===== src/design/dbg_defines.svh =====
`ifndef DBG_DEFINES_SVH
`define DBG_DEFINES_SVH

// hart and register counts
`define DBG_NR_HARTS    4
`define DBG_HARTSEL_W   20
`define DBG_DATA_COUNT  2
`define DBG_RESP_DEPTH  2
`define DBG_VERSION     2

// DMI register map
`define DBG_ADDR_DATA0       7'h04
`define DBG_ADDR_DMCONTROL   7'h10
`define DBG_ADDR_DMSTATUS    7'h11
`define DBG_ADDR_ABSTRACTCS  7'h16
`define DBG_ADDR_COMMAND     7'h17
`define DBG_ADDR_HALTSUM0    7'h40

`endif


===== src/design/dbg_pkg.sv =====
`include "dbg_defines.svh"

package dbg_pkg;

  typedef enum logic [1:0] {
    DMI_NOP   = 2'd0,
    DMI_READ  = 2'd1,
    DMI_WRITE = 2'd2
  } dmi_op_e;

  localparam logic [1:0] DMI_RESP_SUCCESS = 2'd0;

  typedef struct packed {
    logic [6:0]  addr;
    dmi_op_e     op;
    logic [31:0] data;
  } dmi_req_t;

  typedef struct packed {
    logic [31:0] data;
    logic [1:0]  resp;
  } dmi_resp_t;

  // debug spec 0.13 bit positions with unused fields as zero
  typedef struct packed {
    logic       haltreq;
    logic       resumereq;
    logic       zero3;
    logic       ackhavereset;
    logic [1:0] zero2;
    logic [9:0] hartsello;
    logic [9:0] hartselhi;
    logic [3:0] zero1;
    logic       ndmreset;
    logic       dmactive;
  } dmcontrol_t;

  typedef struct packed {
    logic [8:0] zero1;
    logic       impebreak;
    logic [1:0] zero0;
    logic       allhavereset;
    logic       anyhavereset;
    logic       allresumeack;
    logic       anyresumeack;
    logic       allnonexistent;
    logic       anynonexistent;
    logic       allunavail;
    logic       anyunavail;
    logic       allrunning;
    logic       anyrunning;
    logic       allhalted;
    logic       anyhalted;
    logic       authenticated;
    logic       authbusy;
    logic       hasresethaltreq;
    logic       confstrptrvalid;
    logic [3:0] version;
  } dmstatus_t;

  typedef enum logic [2:0] {
    CMDERR_NONE       = 3'd0,
    CMDERR_BUSY       = 3'd1,
    CMDERR_NOTSUP     = 3'd2,
    CMDERR_EXCEPTION  = 3'd3,
    CMDERR_HALTRESUME = 3'd4,
    CMDERR_BUS        = 3'd5,
    CMDERR_OTHER      = 3'd7
  } cmderr_e;

  typedef struct packed {
    logic [2:0]  zero3;
    logic [4:0]  progbufsize;
    logic [10:0] zero2;
    logic        busy;
    logic        zero1;
    cmderr_e     cmderr;
    logic [3:0]  zero0;
    logic [3:0]  datacount;
  } abstractcs_t;

  typedef struct packed {
    logic [7:0]  cmdtype;
    logic [23:0] control;
  } command_t;

  // broadcast from the register block to every hart slice
  typedef struct packed {
    logic [`DBG_HARTSEL_W-1:0] hartsel;
    logic                      haltreq;
    logic                      resumereq;
    logic                      ndmreset;
    logic                      ackhavereset;
  } hart_ctrl_t;

  typedef struct packed {
    logic halted;
    logic running;
    logic unavail;
    logic resumeack;
    logic havereset;
  } hart_stat_t;

  typedef logic [`DBG_DATA_COUNT-1:0][31:0] data_words_t;

endpackage


===== src/design/dbg_csr_top.sv =====
`include "dbg_defines.svh"

module dbg_csr_top import dbg_pkg::*; (
  input  logic                     clk_i,
  input  logic                     rst_ni,
  input  logic                     dmi_req_valid_i,
  input  dmi_req_t                 dmi_req_i,
  output logic                     dmi_req_ready_o,
  output logic                     dmi_resp_valid_o,
  input  logic                     dmi_resp_ready_i,
  output dmi_resp_t                dmi_resp_o,
  output logic                     ndmreset_o,
  output logic                     dmactive_o,
  input  logic [`DBG_NR_HARTS-1:0] halted_i,
  input  logic [`DBG_NR_HARTS-1:0] unavailable_i,
  input  logic [`DBG_NR_HARTS-1:0] resumeack_i,
  output logic [`DBG_NR_HARTS-1:0] haltreq_o,
  output logic [`DBG_NR_HARTS-1:0] resumereq_o,
  output logic                     clear_resumeack_o,
  output logic                     cmd_valid_o,
  output command_t                 cmd_o,
  input  logic                     cmderror_valid_i,
  input  cmderr_e                  cmderror_i,
  input  logic                     cmdbusy_i,
  output data_words_t              data_o,
  input  data_words_t              data_i,
  input  logic                     data_valid_i
);

  logic        req_accept, resp_pop;
  logic        queue_full, queue_empty;
  logic [31:0] resp_data, haltsum0;
  hart_ctrl_t  hart_ctrl;
  dmstatus_t   dmstatus;
  hart_stat_t [`DBG_NR_HARTS-1:0] hart_stats;

  // DMI handshakes
  assign dmi_req_ready_o  = ~queue_full;
  assign req_accept       = dmi_req_valid_i & dmi_req_ready_o;
  assign dmi_resp_valid_o = ~queue_empty;
  assign resp_pop         = dmi_resp_valid_o & dmi_resp_ready_i;
  assign dmi_resp_o.resp  = DMI_RESP_SUCCESS;

  dbg_ctrl_regs u_regs (
    .clk_i, .rst_ni, .dmi_req_i, .req_accept_i(req_accept), .resp_data_o(resp_data),
    .dmstatus_i(dmstatus), .haltsum0_i(haltsum0), .hart_ctrl_o(hart_ctrl),
    .dmactive_o, .ndmreset_o, .clear_resumeack_o, .cmd_valid_o, .cmd_o,
    .cmderror_valid_i, .cmderror_i, .cmdbusy_i, .data_o, .data_i, .data_valid_i
  );

  for (genvar h = 0; h < `DBG_NR_HARTS; h++) begin : g_hart
    dbg_hart_slice #(.HART_INDEX(h)) u_slice (
      .clk_i, .rst_ni, .hart_ctrl_i(hart_ctrl),
      .halted_i(halted_i[h]), .unavailable_i(unavailable_i[h]),
      .resumeack_i(resumeack_i[h]), .haltreq_o(haltreq_o[h]),
      .resumereq_o(resumereq_o[h]), .stat_o(hart_stats[h])
    );
  end

  dbg_status_gather u_gather (
    .hartsel_i(hart_ctrl.hartsel), .stats_i(hart_stats),
    .dmstatus_o(dmstatus), .haltsum0_o(haltsum0)
  );

  dbg_resp_queue u_resp_queue (
    .clk_i, .rst_ni, .push_i(req_accept), .data_i(resp_data), .pop_i(resp_pop),
    .full_o(queue_full), .empty_o(queue_empty), .data_o(dmi_resp_o.data)
  );

endmodule


===== src/design/dbg_ctrl_regs.sv =====
`include "dbg_defines.svh"

module dbg_ctrl_regs import dbg_pkg::*; (
  input  logic        clk_i,
  input  logic        rst_ni,
  input  dmi_req_t    dmi_req_i,
  input  logic        req_accept_i,
  output logic [31:0] resp_data_o,
  input  dmstatus_t   dmstatus_i,
  input  logic [31:0] haltsum0_i,
  output hart_ctrl_t  hart_ctrl_o,
  output logic        dmactive_o,
  output logic        ndmreset_o,
  output logic        clear_resumeack_o,
  output logic        cmd_valid_o,
  output command_t    cmd_o,
  input  logic        cmderror_valid_i,
  input  cmderr_e     cmderror_i,
  input  logic        cmdbusy_i,
  output data_words_t data_o,
  input  data_words_t data_i,
  input  logic        data_valid_i
);

  localparam int unsigned DIDX_W = (`DBG_DATA_COUNT > 1) ? $clog2(`DBG_DATA_COUNT) : 1;
  localparam logic [6:0] DATA_END = `DBG_ADDR_DATA0 + 7'(`DBG_DATA_COUNT - 1);

  dmcontrol_t  dmcontrol_d, dmcontrol_q;
  dmcontrol_t  dmcontrol_rd;
  dmcontrol_t  wr_ctrl;
  abstractcs_t abstractcs;
  abstractcs_t wr_abs;
  cmderr_e     cmderr_d, cmderr_q;
  command_t    command_d, command_q;
  logic        cmd_valid_d, cmd_valid_q;
  data_words_t data_d, data_q;
  logic        is_read, is_write;
  logic [DIDX_W-1:0] data_idx;

  assign is_read  = req_accept_i && (dmi_req_i.op == DMI_READ);
  assign is_write = req_accept_i && (dmi_req_i.op == DMI_WRITE);
  assign data_idx = DIDX_W'(dmi_req_i.addr - `DBG_ADDR_DATA0);
  assign wr_ctrl  = dmcontrol_t'(dmi_req_i.data);
  assign wr_abs   = abstractcs_t'(dmi_req_i.data);

  always_comb begin
    abstractcs           = '0;
    abstractcs.datacount = 4'(`DBG_DATA_COUNT);
    abstractcs.busy      = cmdbusy_i;
    abstractcs.cmderr    = cmderr_q;
    // ackhavereset is write-only
    dmcontrol_rd              = dmcontrol_q;
    dmcontrol_rd.ackhavereset = 1'b0;
  end

  // --------------------------------------------------------------------------
  // read multiplexer on the state before the accepting edge
  // --------------------------------------------------------------------------
  always_comb begin
    resp_data_o = '0;
    if (is_read) begin
      case (dmi_req_i.addr) inside
        [`DBG_ADDR_DATA0:DATA_END]: resp_data_o = data_q[data_idx];
        `DBG_ADDR_DMCONTROL:        resp_data_o = dmcontrol_rd;
        `DBG_ADDR_DMSTATUS:         resp_data_o = dmstatus_i;
        `DBG_ADDR_ABSTRACTCS:       resp_data_o = abstractcs;
        `DBG_ADDR_HALTSUM0:         resp_data_o = haltsum0_i;
        default:                    resp_data_o = '0;
      endcase
    end
  end

  // --------------------------------------------------------------------------
  // next state
  // --------------------------------------------------------------------------
  always_comb begin
    dmcontrol_d              = dmcontrol_q;
    dmcontrol_d.ackhavereset = 1'b0;
    cmderr_d                 = cmderr_q;
    command_d                = command_q;
    cmd_valid_d              = 1'b0;
    data_d                   = data_q;

    if (is_write) begin
      case (dmi_req_i.addr) inside
        [`DBG_ADDR_DATA0:DATA_END]: begin
          if (!cmdbusy_i) begin
            data_d[data_idx] = dmi_req_i.data;
          end else if (cmderr_q == CMDERR_NONE) begin
            cmderr_d = CMDERR_BUSY;
          end
        end
        `DBG_ADDR_DMCONTROL: begin
          dmcontrol_d       = wr_ctrl;
          dmcontrol_d.zero3 = 1'b0;
          dmcontrol_d.zero2 = '0;
          dmcontrol_d.zero1 = '0;
        end
        `DBG_ADDR_ABSTRACTCS: begin
          // cmderr is write-1-to-clear
          if (!cmdbusy_i) begin
            cmderr_d = cmderr_e'(cmderr_q & ~wr_abs.cmderr);
          end else if (cmderr_q == CMDERR_NONE) begin
            cmderr_d = CMDERR_BUSY;
          end
        end
        `DBG_ADDR_COMMAND: begin
          if (!cmdbusy_i) begin
            command_d   = command_t'(dmi_req_i.data);
            cmd_valid_d = 1'b1;
          end else if (cmderr_q == CMDERR_NONE) begin
            cmderr_d = CMDERR_BUSY;
          end
        end
        default: ;
      endcase
    end

    // hart side wins over the debugger
    if (cmderror_valid_i) begin
      cmderr_d = cmderror_i;
    end
    if (data_valid_i) begin
      data_d = data_i;
    end
    if (dmcontrol_q.resumereq && dmstatus_i.allresumeack) begin
      dmcontrol_d.resumereq = 1'b0;
    end
  end

  assign clear_resumeack_o = dmcontrol_q.dmactive && !dmcontrol_q.resumereq &&
                             dmcontrol_d.resumereq;

  always_ff @(posedge clk_i or negedge rst_ni) begin
    if (!rst_ni) begin
      dmcontrol_q <= '0;
      cmderr_q    <= CMDERR_NONE;
      command_q   <= '0;
      cmd_valid_q <= 1'b0;
      data_q      <= '0;
    end else if (!dmcontrol_q.dmactive) begin
      // only dmactive can be written while the module is inactive
      dmcontrol_q <= '{dmactive: dmcontrol_d.dmactive, default: '0};
      cmderr_q    <= CMDERR_NONE;
      command_q   <= '0;
      cmd_valid_q <= 1'b0;
      data_q      <= '0;
    end else begin
      dmcontrol_q <= dmcontrol_d;
      cmderr_q    <= cmderr_d;
      command_q   <= command_d;
      cmd_valid_q <= cmd_valid_d;
      data_q      <= data_d;
    end
  end

  assign hart_ctrl_o.hartsel      = {dmcontrol_q.hartselhi, dmcontrol_q.hartsello};
  assign hart_ctrl_o.haltreq      = dmcontrol_q.haltreq;
  assign hart_ctrl_o.resumereq    = dmcontrol_q.resumereq;
  assign hart_ctrl_o.ndmreset     = dmcontrol_q.ndmreset;
  assign hart_ctrl_o.ackhavereset = dmcontrol_q.ackhavereset;

  assign dmactive_o  = dmcontrol_q.dmactive;
  assign ndmreset_o  = dmcontrol_q.ndmreset;
  assign cmd_valid_o = cmd_valid_q;
  assign cmd_o       = command_q;
  assign data_o      = data_q;

  a_cmd_valid_pulse: assert property (@(posedge clk_i) disable iff (!rst_ni)
    cmd_valid_o |=> !cmd_valid_o) else $error("cmd_valid_o high for two cycles");

endmodule


===== src/design/dbg_hart_slice.sv =====
`include "dbg_defines.svh"

module dbg_hart_slice import dbg_pkg::*; #(
  parameter int unsigned HART_INDEX = 0
) (
  input  logic       clk_i,
  input  logic       rst_ni,
  input  hart_ctrl_t hart_ctrl_i,
  input  logic       halted_i,
  input  logic       unavailable_i,
  input  logic       resumeack_i,
  output logic       haltreq_o,
  output logic       resumereq_o,
  output hart_stat_t stat_o
);

  localparam int unsigned SEL_W = `DBG_HARTSEL_W;

  logic selected;
  logic havereset_q;

  assign selected = (hart_ctrl_i.hartsel == SEL_W'(HART_INDEX));

  // set on ndmreset and cleared by an ack to this hart only
  always_ff @(posedge clk_i or negedge rst_ni) begin
    if (!rst_ni) begin
      havereset_q <= 1'b1;
    end else if (hart_ctrl_i.ndmreset) begin
      havereset_q <= 1'b1;
    end else if (hart_ctrl_i.ackhavereset && selected) begin
      havereset_q <= 1'b0;
    end
  end

  assign haltreq_o   = selected & hart_ctrl_i.haltreq;
  assign resumereq_o = selected & hart_ctrl_i.resumereq;

  // an unavailable hart is neither halted nor running
  assign stat_o.halted    = halted_i & ~unavailable_i;
  assign stat_o.running   = ~halted_i & ~unavailable_i;
  assign stat_o.unavail   = unavailable_i;
  assign stat_o.resumeack = resumeack_i;
  assign stat_o.havereset = havereset_q;

  a_run_state_excl: assert property (@(posedge clk_i) disable iff (!rst_ni)
    !(stat_o.halted && stat_o.running)) else $error("hart both halted and running");

endmodule


===== src/design/dbg_resp_queue.sv =====
`include "dbg_defines.svh"

module dbg_resp_queue (
  input  logic        clk_i,
  input  logic        rst_ni,
  input  logic        push_i,
  input  logic [31:0] data_i,
  input  logic        pop_i,
  output logic        full_o,
  output logic        empty_o,
  output logic [31:0] data_o
);

  localparam int unsigned DEPTH = `DBG_RESP_DEPTH;
  localparam int unsigned PTR_W = (DEPTH > 1) ? $clog2(DEPTH) : 1;

  logic [DEPTH-1:0][31:0] mem_q;
  logic [PTR_W-1:0]       rd_ptr_q;
  logic [PTR_W-1:0]       wr_idx;
  logic [PTR_W:0]         count_q;

  // write slot sits count entries past the read pointer
  assign wr_idx  = PTR_W'((32'(rd_ptr_q) + 32'(count_q)) % DEPTH);
  assign full_o  = (count_q == (PTR_W+1)'(DEPTH));
  assign empty_o = (count_q == '0);
  assign data_o  = mem_q[rd_ptr_q];

  always_ff @(posedge clk_i) begin
    if (push_i) begin
      mem_q[wr_idx] <= data_i;
    end
  end

  always_ff @(posedge clk_i or negedge rst_ni) begin
    if (!rst_ni) begin
      rd_ptr_q <= '0;
      count_q  <= '0;
    end else begin
      if (pop_i) begin
        rd_ptr_q <= (32'(rd_ptr_q) == DEPTH - 1) ? '0 : rd_ptr_q + 1'b1;
      end
      case ({push_i, pop_i})
        2'b10:   count_q <= count_q + 1'b1;
        2'b01:   count_q <= count_q - 1'b1;
        default: count_q <= count_q;
      endcase
    end
  end

  a_no_push_full: assert property (@(posedge clk_i) disable iff (!rst_ni)
    push_i |-> !full_o) else $error("response queue pushed while full");
  a_no_pop_empty: assert property (@(posedge clk_i) disable iff (!rst_ni)
    pop_i |-> !empty_o) else $error("response queue popped while empty");

endmodule


===== src/design/dbg_status_gather.sv =====
`include "dbg_defines.svh"

module dbg_status_gather import dbg_pkg::*; (
  input  logic [`DBG_HARTSEL_W-1:0]     hartsel_i,
  input  hart_stat_t [`DBG_NR_HARTS-1:0] stats_i,
  output dmstatus_t                     dmstatus_o,
  output logic [31:0]                   haltsum0_o
);

  localparam int unsigned NR_HARTS = `DBG_NR_HARTS;
  localparam int unsigned SEL_W    = `DBG_HARTSEL_W;
  localparam int unsigned IDX_W    = (NR_HARTS > 1) ? $clog2(NR_HARTS) : 1;

  logic       nonexistent;
  hart_stat_t sel_stat;

  assign nonexistent = (32'(hartsel_i) >= NR_HARTS);
  assign sel_stat    = nonexistent ? '0 : stats_i[hartsel_i[IDX_W-1:0]];

  // no hart array mask, so all and any carry the same value
  always_comb begin
    dmstatus_o                = '0;
    dmstatus_o.version        = 4'(`DBG_VERSION);
    dmstatus_o.authenticated  = 1'b1;
    dmstatus_o.allhavereset   = sel_stat.havereset;
    dmstatus_o.anyhavereset   = sel_stat.havereset;
    dmstatus_o.allresumeack   = sel_stat.resumeack;
    dmstatus_o.anyresumeack   = sel_stat.resumeack;
    dmstatus_o.allnonexistent = nonexistent;
    dmstatus_o.anynonexistent = nonexistent;
    dmstatus_o.allunavail     = sel_stat.unavail;
    dmstatus_o.anyunavail     = sel_stat.unavail;
    dmstatus_o.allrunning     = sel_stat.running;
    dmstatus_o.anyrunning     = sel_stat.running;
    dmstatus_o.allhalted      = sel_stat.halted;
    dmstatus_o.anyhalted      = sel_stat.halted;
  end

  // haltsum0 covers harts 0..31 only
  always_comb begin
    haltsum0_o = '0;
    if (hartsel_i[SEL_W-1:5] == '0) begin
      for (int k = 0; k < NR_HARTS; k++) begin
        haltsum0_o[k] = stats_i[k].halted;
      end
    end
  end

endmodule


===== config.mk =====
export PLATFORM = sky130hd
export DESIGN_NAME = dbg_csr_top
export DESIGN_NICKNAME = d
export VERILOG_FILES = /design/src/design/dbg_pkg.sv /design/src/design/dbg_csr_top.sv /design/src/design/dbg_ctrl_regs.sv /design/src/design/dbg_hart_slice.sv /design/src/design/dbg_resp_queue.sv /design/src/design/dbg_status_gather.sv
export VERILOG_INCLUDE_DIRS = /design/src /design/src/design
export SDC_FILE = /design/constraint.sdc
export NUM_CORES = 1
export LEC_CHECK = 0
export BUFFER_PORTS_ARGS = -buffer_cell sky130_fd_sc_hd__buf_2
export CAP_MARGIN = 20
export CORE_MARGIN = 5
export CORE_UTILIZATION = 49
export CTS_CLUSTER_DIAMETER = 60
export DETAILED_ROUTE_END_ITERATION = 7
export PLACE_DENSITY = 0.78
export RECOVER_POWER = 25
export REMOVE_ABC_BUFFERS = 1
export SYNTH_ARGS = -nofsm -noshare
export SYNTH_HDL_FRONTEND = slang
export SYNTH_HIERARCHICAL = 1
export SYNTH_SLANG_ARGS = --single-unit

===== constraint.sdc =====
create_clock -name clk_i -period 2.6 [get_ports clk_i]
set_input_delay 0 -clock clk_i [delete_from_list [all_inputs] [get_ports clk_i]]
set_output_delay 0 -clock clk_i [all_outputs]
set_load 0.005 [all_outputs]

# After elaboration in Yosys (flattened, before gate mapping)
# Index checks and enable logic that the tools add are counted.
[totals] ff_bits=203 inputBits=127 out_inout_bits=144 wordCells=184
[classes] add_sub_neg=5 n_lt_le_gt_ge=9 eq_ne=26 muxes=64 bitwise=30 n_reduce_logical=26
[ops] cell="$mux 32" count=21
[ops] cell="$mux 64" count=5
[ops] cell="$bwmux 64" count=2
[ops] cell="$demux 32 s1" count=2
[ops] cell="$eq 20x2->1 const B" count=2
[ops] cell="$mux 3" count=10
[ops] cell="$eq 7x5->1 const B" count=4
[ops] cell="$eq 20x1->1 const B" count=1
[ops] cell="$ge 20x3->1 const B" count=1
[ops] cell="$logic_not 20->1" count=1
[ops] cell="$and 1x1->1" count=18
[ops] cell="$mux 1" count=17
[ops] cell="$logic_not 15->1" count=1
[ops] cell="$ne 2x2->1 const B" count=7
[ops] cell="$mux 13" count=1
[ops] cell="$logic_and 1x1->1" count=12
[ops] cell="$ne 3x3->1 const B" count=4
[ops] cell="$bmux 5 s2" count=1
[ops] cell="$mux 5" count=2
[ops] cell="$not 1->1" count=10
[ops] cell="$reduce_bool 2->1" count=5
[ops] cell="$reduce_and 3->1" count=3
[ops] cell="$mux 4" count=2
[ops] cell="$eq 7x7->1 const B" count=1
[ops] cell="21 further kinds" count=27

# Depth between registers and ports, before layout
[depth] ltp_word=11 depth_mapped=8 depth_no_buf=7

# Cells and area by module
# The synthesis kept the hierarchy.
[by_module_without_submodules] module="dbg_ctrl_regs" instances=1 cells_each=733 area_per_inst_um2=6787.8 seq_area_each_um2=3128.0
[by_module_without_submodules] module="dbg_resp_queue" instances=1 cells_each=115 area_per_inst_um2=2488.6 seq_area_each_um2=1996.9
[by_module_without_submodules] module="dbg_status_gather" instances=1 cells_each=81 area_per_inst_um2=659.4 seq_area_each_um2=0.0
[by_module_without_submodules] module="dbg_hart_slice (g_hart[1].u_slice ...)" instances=2 cells_each=19 area_per_inst_um2=167.7 seq_area_each_um2=26.3
[by_module_without_submodules] module="dbg_hart_slice (g_hart[3].u_slice)" instances=1 cells_each=19 area_per_inst_um2=170.2 seq_area_each_um2=26.3
[by_module_without_submodules] module="dbg_hart_slice (g_hart[0].u_slice)" instances=1 cells_each=19 area_per_inst_um2=132.6 seq_area_each_um2=26.3
[by_module_without_submodules] module="dbg_csr_top" instances=1 cells_each=7 area_per_inst_um2=38.8 seq_area_each_um2=0.0

# Worst setup path before layout
# No wires, ideal clock.
[synth_timing] path_type="register to register" startpoint="register u_resp_queue.count_q[0]" endpoint="register u_resp_queue/mem_q[0] (netlist name) (enable)" setup_time_ns=0.421 arrival_ns=2.336 required_time_ns=2.179 slack_ns=-0.157 stages_incl_launch_ff=5 n_path_buf=0 period_less_slack_ns=2.757 path_cell_list="dfrtp_1 -> and2b_2 -> nor2b_1 -> inv_1 -> nor2_1"
[synth_between] elab_chain_cells=3
[synth_lines] element="start: declaration" line_no="dbg_resp_queue.sv:20" rtl="logic [PTR_W:0] count_q;"
[synth_lines] element="start signal: assignment" line_no="dbg_resp_queue.sv:43" rtl="2'b10: count_q <= count_q + 1'b1;"
[synth_lines] element="start signal: assignment" line_no="dbg_resp_queue.sv:44" rtl="2'b01: count_q <= count_q - 1'b1;"
[synth_lines] element="start signal: assignment" line_no="dbg_resp_queue.sv:45" rtl="default: count_q <= count_q;"
[synth_lines] element="$eq 2x2->1" line_no="dbg_resp_queue.sv:24" rtl="assign full_o = (count_q == (PTR_W+1)'(DEPTH));"
[synth_lines] element="net queue_full" line_no="dbg_csr_top.sv:31" rtl="logic queue_full, queue_empty;"
[synth_lines] element="$not 1->1" line_no="dbg_csr_top.sv:38" rtl="assign dmi_req_ready_o = ~queue_full;"
[synth_lines] element="$and 1x1->1" line_no="dbg_csr_top.sv:39" rtl="assign req_accept = dmi_req_valid_i & dmi_req_ready_o;"
[synth_lines] element="net req_accept" line_no="dbg_csr_top.sv:30" rtl="logic req_accept, resp_pop;"
[synth_lines] element="end signal: indexed assignment" line_no="dbg_resp_queue.sv:30" rtl="mem_q[wr_idx] <= data_i;"
[synth_lines] element="end: declaration" line_no="dbg_resp_queue.sv:17" rtl="logic [DEPTH-1:0][31:0] mem_q;"
# The timed path passes the listed nets, and every way through them passes these cells.
# A chain may end at the register's enable or synchronous reset.

# Final worst setup path
[layout_timing] startpoint="register u_resp_queue.count_q[0]" endpoint="output clear_resumeack_o"
[layout_between] elab_chain_cells=7
[layout_lines] element="$eq 2x2->1" line_no="dbg_resp_queue.sv:24"
[layout_lines] element="net queue_full" line_no="dbg_csr_top.sv:31"
[layout_lines] element="$not 1->1" line_no="dbg_csr_top.sv:38"
[layout_lines] element="$and 1x1->1" line_no="dbg_csr_top.sv:39"
[layout_lines] element="net req_accept" line_no="dbg_csr_top.sv:30"
[layout_lines] element="$logic_and 1x1->1" line_no="dbg_ctrl_regs.sv:41" rtl="assign is_write = req_accept_i && (dmi_req_i.op == DMI_WRITE);"
[layout_lines] element="$mux 32" line_no="dbg_ctrl_regs.sv:84" rtl="if (is_write) begin"
[layout_lines] element="$mux 1" line_no="dbg_ctrl_regs.sv:126" rtl="if (dmcontrol_q.resumereq && dmstatus_i.allresumeack) begin"
[layout_lines] element="$logic_and 1x1->1" line_no="dbg_ctrl_regs.sv:131" rtl="assign clear_resumeack_o = dmcontrol_q.dmactive && !dmcontrol_q.resumereq &&"
[layout_lines] element="end: declaration" line_no="dbg_csr_top.sv:19" rtl="output logic clear_resumeack_o,"
# The timed path passes the listed nets, and every way through them passes these cells. The select of a mux whose other input is x is not followed.

==> results.yml <==
clock_tree:
  cts_made_buffers: 17
  post_cts_buffers: 0
  cts.sinks: 196
  cts_root_buf: "clkbuf_16"
  htreeDepth: 4
  clk_pin_slew_worst_paths_ns: 0.07
  cts_tree: "built"
  clock_latency_ns: 0.43
  cts_buffer_depth: 2
layout:
  num-fill-cells: 1681
  multi_input_area_sq_um: 4720
  seq_area_sq_um: 5230
  fin_nets: 1469
  drive_above_1_share_pct: 27.0
  syn2layout_area_growth_pct: 27.6
  fin_area_sq_um: 13500
  utilization_pct: 64.0
detailed_routing:
  via_per_inst: 5.88
  met2_length_mm: 17.0
  drc: 0
  first_iter_violations: 884
  wl_met3_mm: 3.16
  detail-route-antenna-nets: 0
  dr_total_vias: 9596
  wl_per_cell_um: 21.2
  wl_met1_mm: 13.3
  top_layer: "met4"
  drt_pass1_iterations: 8
  totalWireLength_mm: 34.6
synthesis:
  synth-seq-cells: 196
  synth_most_common_cell: "dfrtp_1"
  synth.distinct_cells: 63
  yosysWarnings: 6
  ys_async_sr_fraction_pct: 67.3
  yosys-top-cells-area: "dfrtp_1, edfxtp_1, mux2_2, buf_4, a22oi_1"
  synth_flop_cell: "dfrtp_1"
  synth.largest_area_cell: "dfrtp_1"
  postSynthAreaPerCell_sq_um: 10.5
  synth_commonest_cells: "dfrtp_1, nand2_1, buf_4"
  synth_area_sq_um: 10600
  netlist_instances: 1012
  yosysSeqAreaShare_pct: 49.3
  synth_edf_count: 64
  netlist.area_leader.share_pct: 30.2
die:
  core_area_sq_um: 21200
  fp.dieH_um: 157
  initial_core_util_pct: 50.2
  ioPinCount: 271
  die_x_um: 157
  rows: 53
  dieArea_sq_um: 24700
critical_path:
  cpMaxStageDelayCell: "dfrtp_1"
  rr_endpoint: "u_resp_queue/mem_q[41]"
  crit_fanout: 9
  r2r_setup_slack_ns: 0.09
  cp-start-kind: "flop"
  r2r_start: "u_regs/hart_ctrl_o[14]"
  crit_chain: "and2b_2 -> nor2b_1 -> and3b_1 -> nand3_2 -> nor4b_1 -> buf_2"
  rr_worst_depth: 6
  crit_arrival_ns: 2.54
  end_kind: "output port"
  crit_type: "flop to output port"
  required_ns: 2.60
  crit_path_max_incr_delay_ns: 0.45
hold_path:
  hp-class: "primary input to flop"
  min_from: "cmderror_valid_i"
  min_path_cells: 4
  holdPathEnd: "u_regs/cmderr_q[0]"
place:
  routabilityCongestion: 0.910
  dp_hpwl_mm: 23.4
  place_area_sq_um: 12000
  io_buffers: 268
  post-place-ws_ns: 0.137
global_route:
  grt_max_degree: 81
  grt_pass1_vias: 9380
  grt_pass1_wl_mm: 52.6
  antenna_found_initial: 2
  overflow: 0
  grt_usage_pct: 27.4
timing:
  post-route-period-util_pct: 97.6
  fmax_ghz: 0.394
  fin_setup_tns_ns: 0
  fin_crit_ns: 2.54
  worst_slew_pin_slew_ns: 1.39
  relSlewSlack_pct: 7.64
  finClkSkew_ns: 0.0105
  hold_viol: 0
  slew_viol_final: 0
  final.setup.worst_slack_ns: 0.0636
  hold-worst-slack_ns: 0.0392
  setup-violations-final: 0
flow_run:
  maxCapViolations: 0
power_and_ir_drop:
  leakage_nw: 6.13
  power_density_nw_per_um2: 656
  ir_drop_v: 0.000554
run_status:
  outcome: "finished, final reports clean"
[where the power goes]
part,internal [mW],switching (mW)
sequential,3.74,0.212
combinational,1.03,1.25
clock,1.47,1.18
total,6.24,2.65
[metal layers]
layer / vias up / track usage [%]
met5: - / 0
met4: 0 / 9.71
met3: 104 / 5.58
met2: 575 / 45.1
met1: 4638 / 36.2
li1: 4279 / -
[per-stage QoR]
stage / total power, mW / instances
floorplan: 5.12 / 918
global placement: 6.12 / 1491
detailed placement: 6.17 / 1492
CTS: 8.93 / 1629
global route: 9.30 / 1631
finish: 8.89 / 1632
[worst max path at each step]
stage	start	endpoint	slack, ns
2_1_floorplan	u_resp_queue/rd_ptr_q	u_resp_queue/mem_q[0]	-0.37
3_3_place_gp	u_regs/hart_ctrl_o[14]	u_resp_queue/mem_q[15]	0.29
3_5_place_dp	u_regs/hart_ctrl_o[14]	u_resp_queue/mem_q[49]	0.14
4_1_cts	u_resp_queue/count_q[0]	clear_resumeack_o	0.09
5_1_grt	u_resp_queue/count_q[0]	clear_resumeack_o	-0.02
6_report	u_resp_queue/count_q[0]	clear_resumeack_o	0.06
[layout by cell type (no fill, tap or decap), types with 4 or more instances in the layout]
master | netlist | layout
a21oi_1 | 44 | 43
a221oi_1 | 4 | 4
a22o_1 | 22 | 22
a22oi_1 | 69 | 69
a31oi_1 | 4 | 4
and2_1 | 11 | 10
and3_1 | 5 | 5
buf_12 | 0 | 4
buf_2 | 19 | 210
buf_4 | 70 | 27
clkbuf_1 | 47 | 60
clkbuf_16 | 0 | 17
conb_1 | 3 | 50
dfrtp_1 | 128 | 128
dfstp_2 | 4 | 4
dlygate4sd3_1 | 0 | 105
edfxtp_1 | 64 | 64
inv_1 | 15 | 14
mux2_2 | 53 | 53
mux2i_1 | 41 | 41
mux4_2 | 5 | 5
nand2_1 | 122 | 122
nand2b_1 | 6 | 6
nand3_1 | 10 | 9
nand3_2 | 3 | 4
nor2_1 | 51 | 48
nor2b_1 | 8 | 8
nor3_1 | 30 | 30
nor4_1 | 14 | 14
nor4_2 | 6 | 5
nor4b_4 | 5 | 5
o21ai_0 | 54 | 54
o22ai_1 | 26 | 26
o31ai_1 | 15 | 15
o32a_1 | 4 | 4
[critical path, delay by kind of cell, from the launching register on]
kind                   cells  cell delay, ns
buffers and inverters      1            0.20
AND/OR/NAND/NOR            5            1.47
flip-flops                 1            0.45
[area by class of cell]
cell class	count	share of cell area, %
Sequential cell	196	38.6
Clock inverter	10	0.887
Tap cell	275	2.54
Inverter	15	0.416
Antenna cell	3	0.0554
Timing Repair Buffer	404	19.2
Multi-Input combinational cell	707	34.9
Clock buffer	22	3.38
[sequential cells by signal, summed over array words and instances, names as in the netlist]
signal	cells
u_regs/hart_ctrl_o	23
u_regs/cmderr_q	3
u_resp_queue/count_q	2
u_regs/cmd_valid_o	1
u_resp_queue/rd_ptr_q	1
u_regs/cmd_o	32
u_regs/dmactive_o	1
u_regs/data_o	64
u_regs/ndmreset_o	1
u_resp_queue/mem_q	64
g_hart.u_slice/havereset_q	4
[logic make-up after synthesis]
kind of cell	synth area share (%)
muxes	10.8
xor gates and xnor gates	0.495
AOI/OAI and AO/OA	16.1
other	0.106
DFF	49.3
buffers and inverters	8.50
adders and majority gates	0.118
and+or+nand+nor	14.7
[what timing repair did]
item                                    CTS  global route
pin swaps                                 0             0
endpoints found under the setup margin    1             3
hold endpoints to repair                177             0
hold buffers                            105             0
resized for setup                         1             2
No activity file was read; power rests on OpenSTA's default activity.
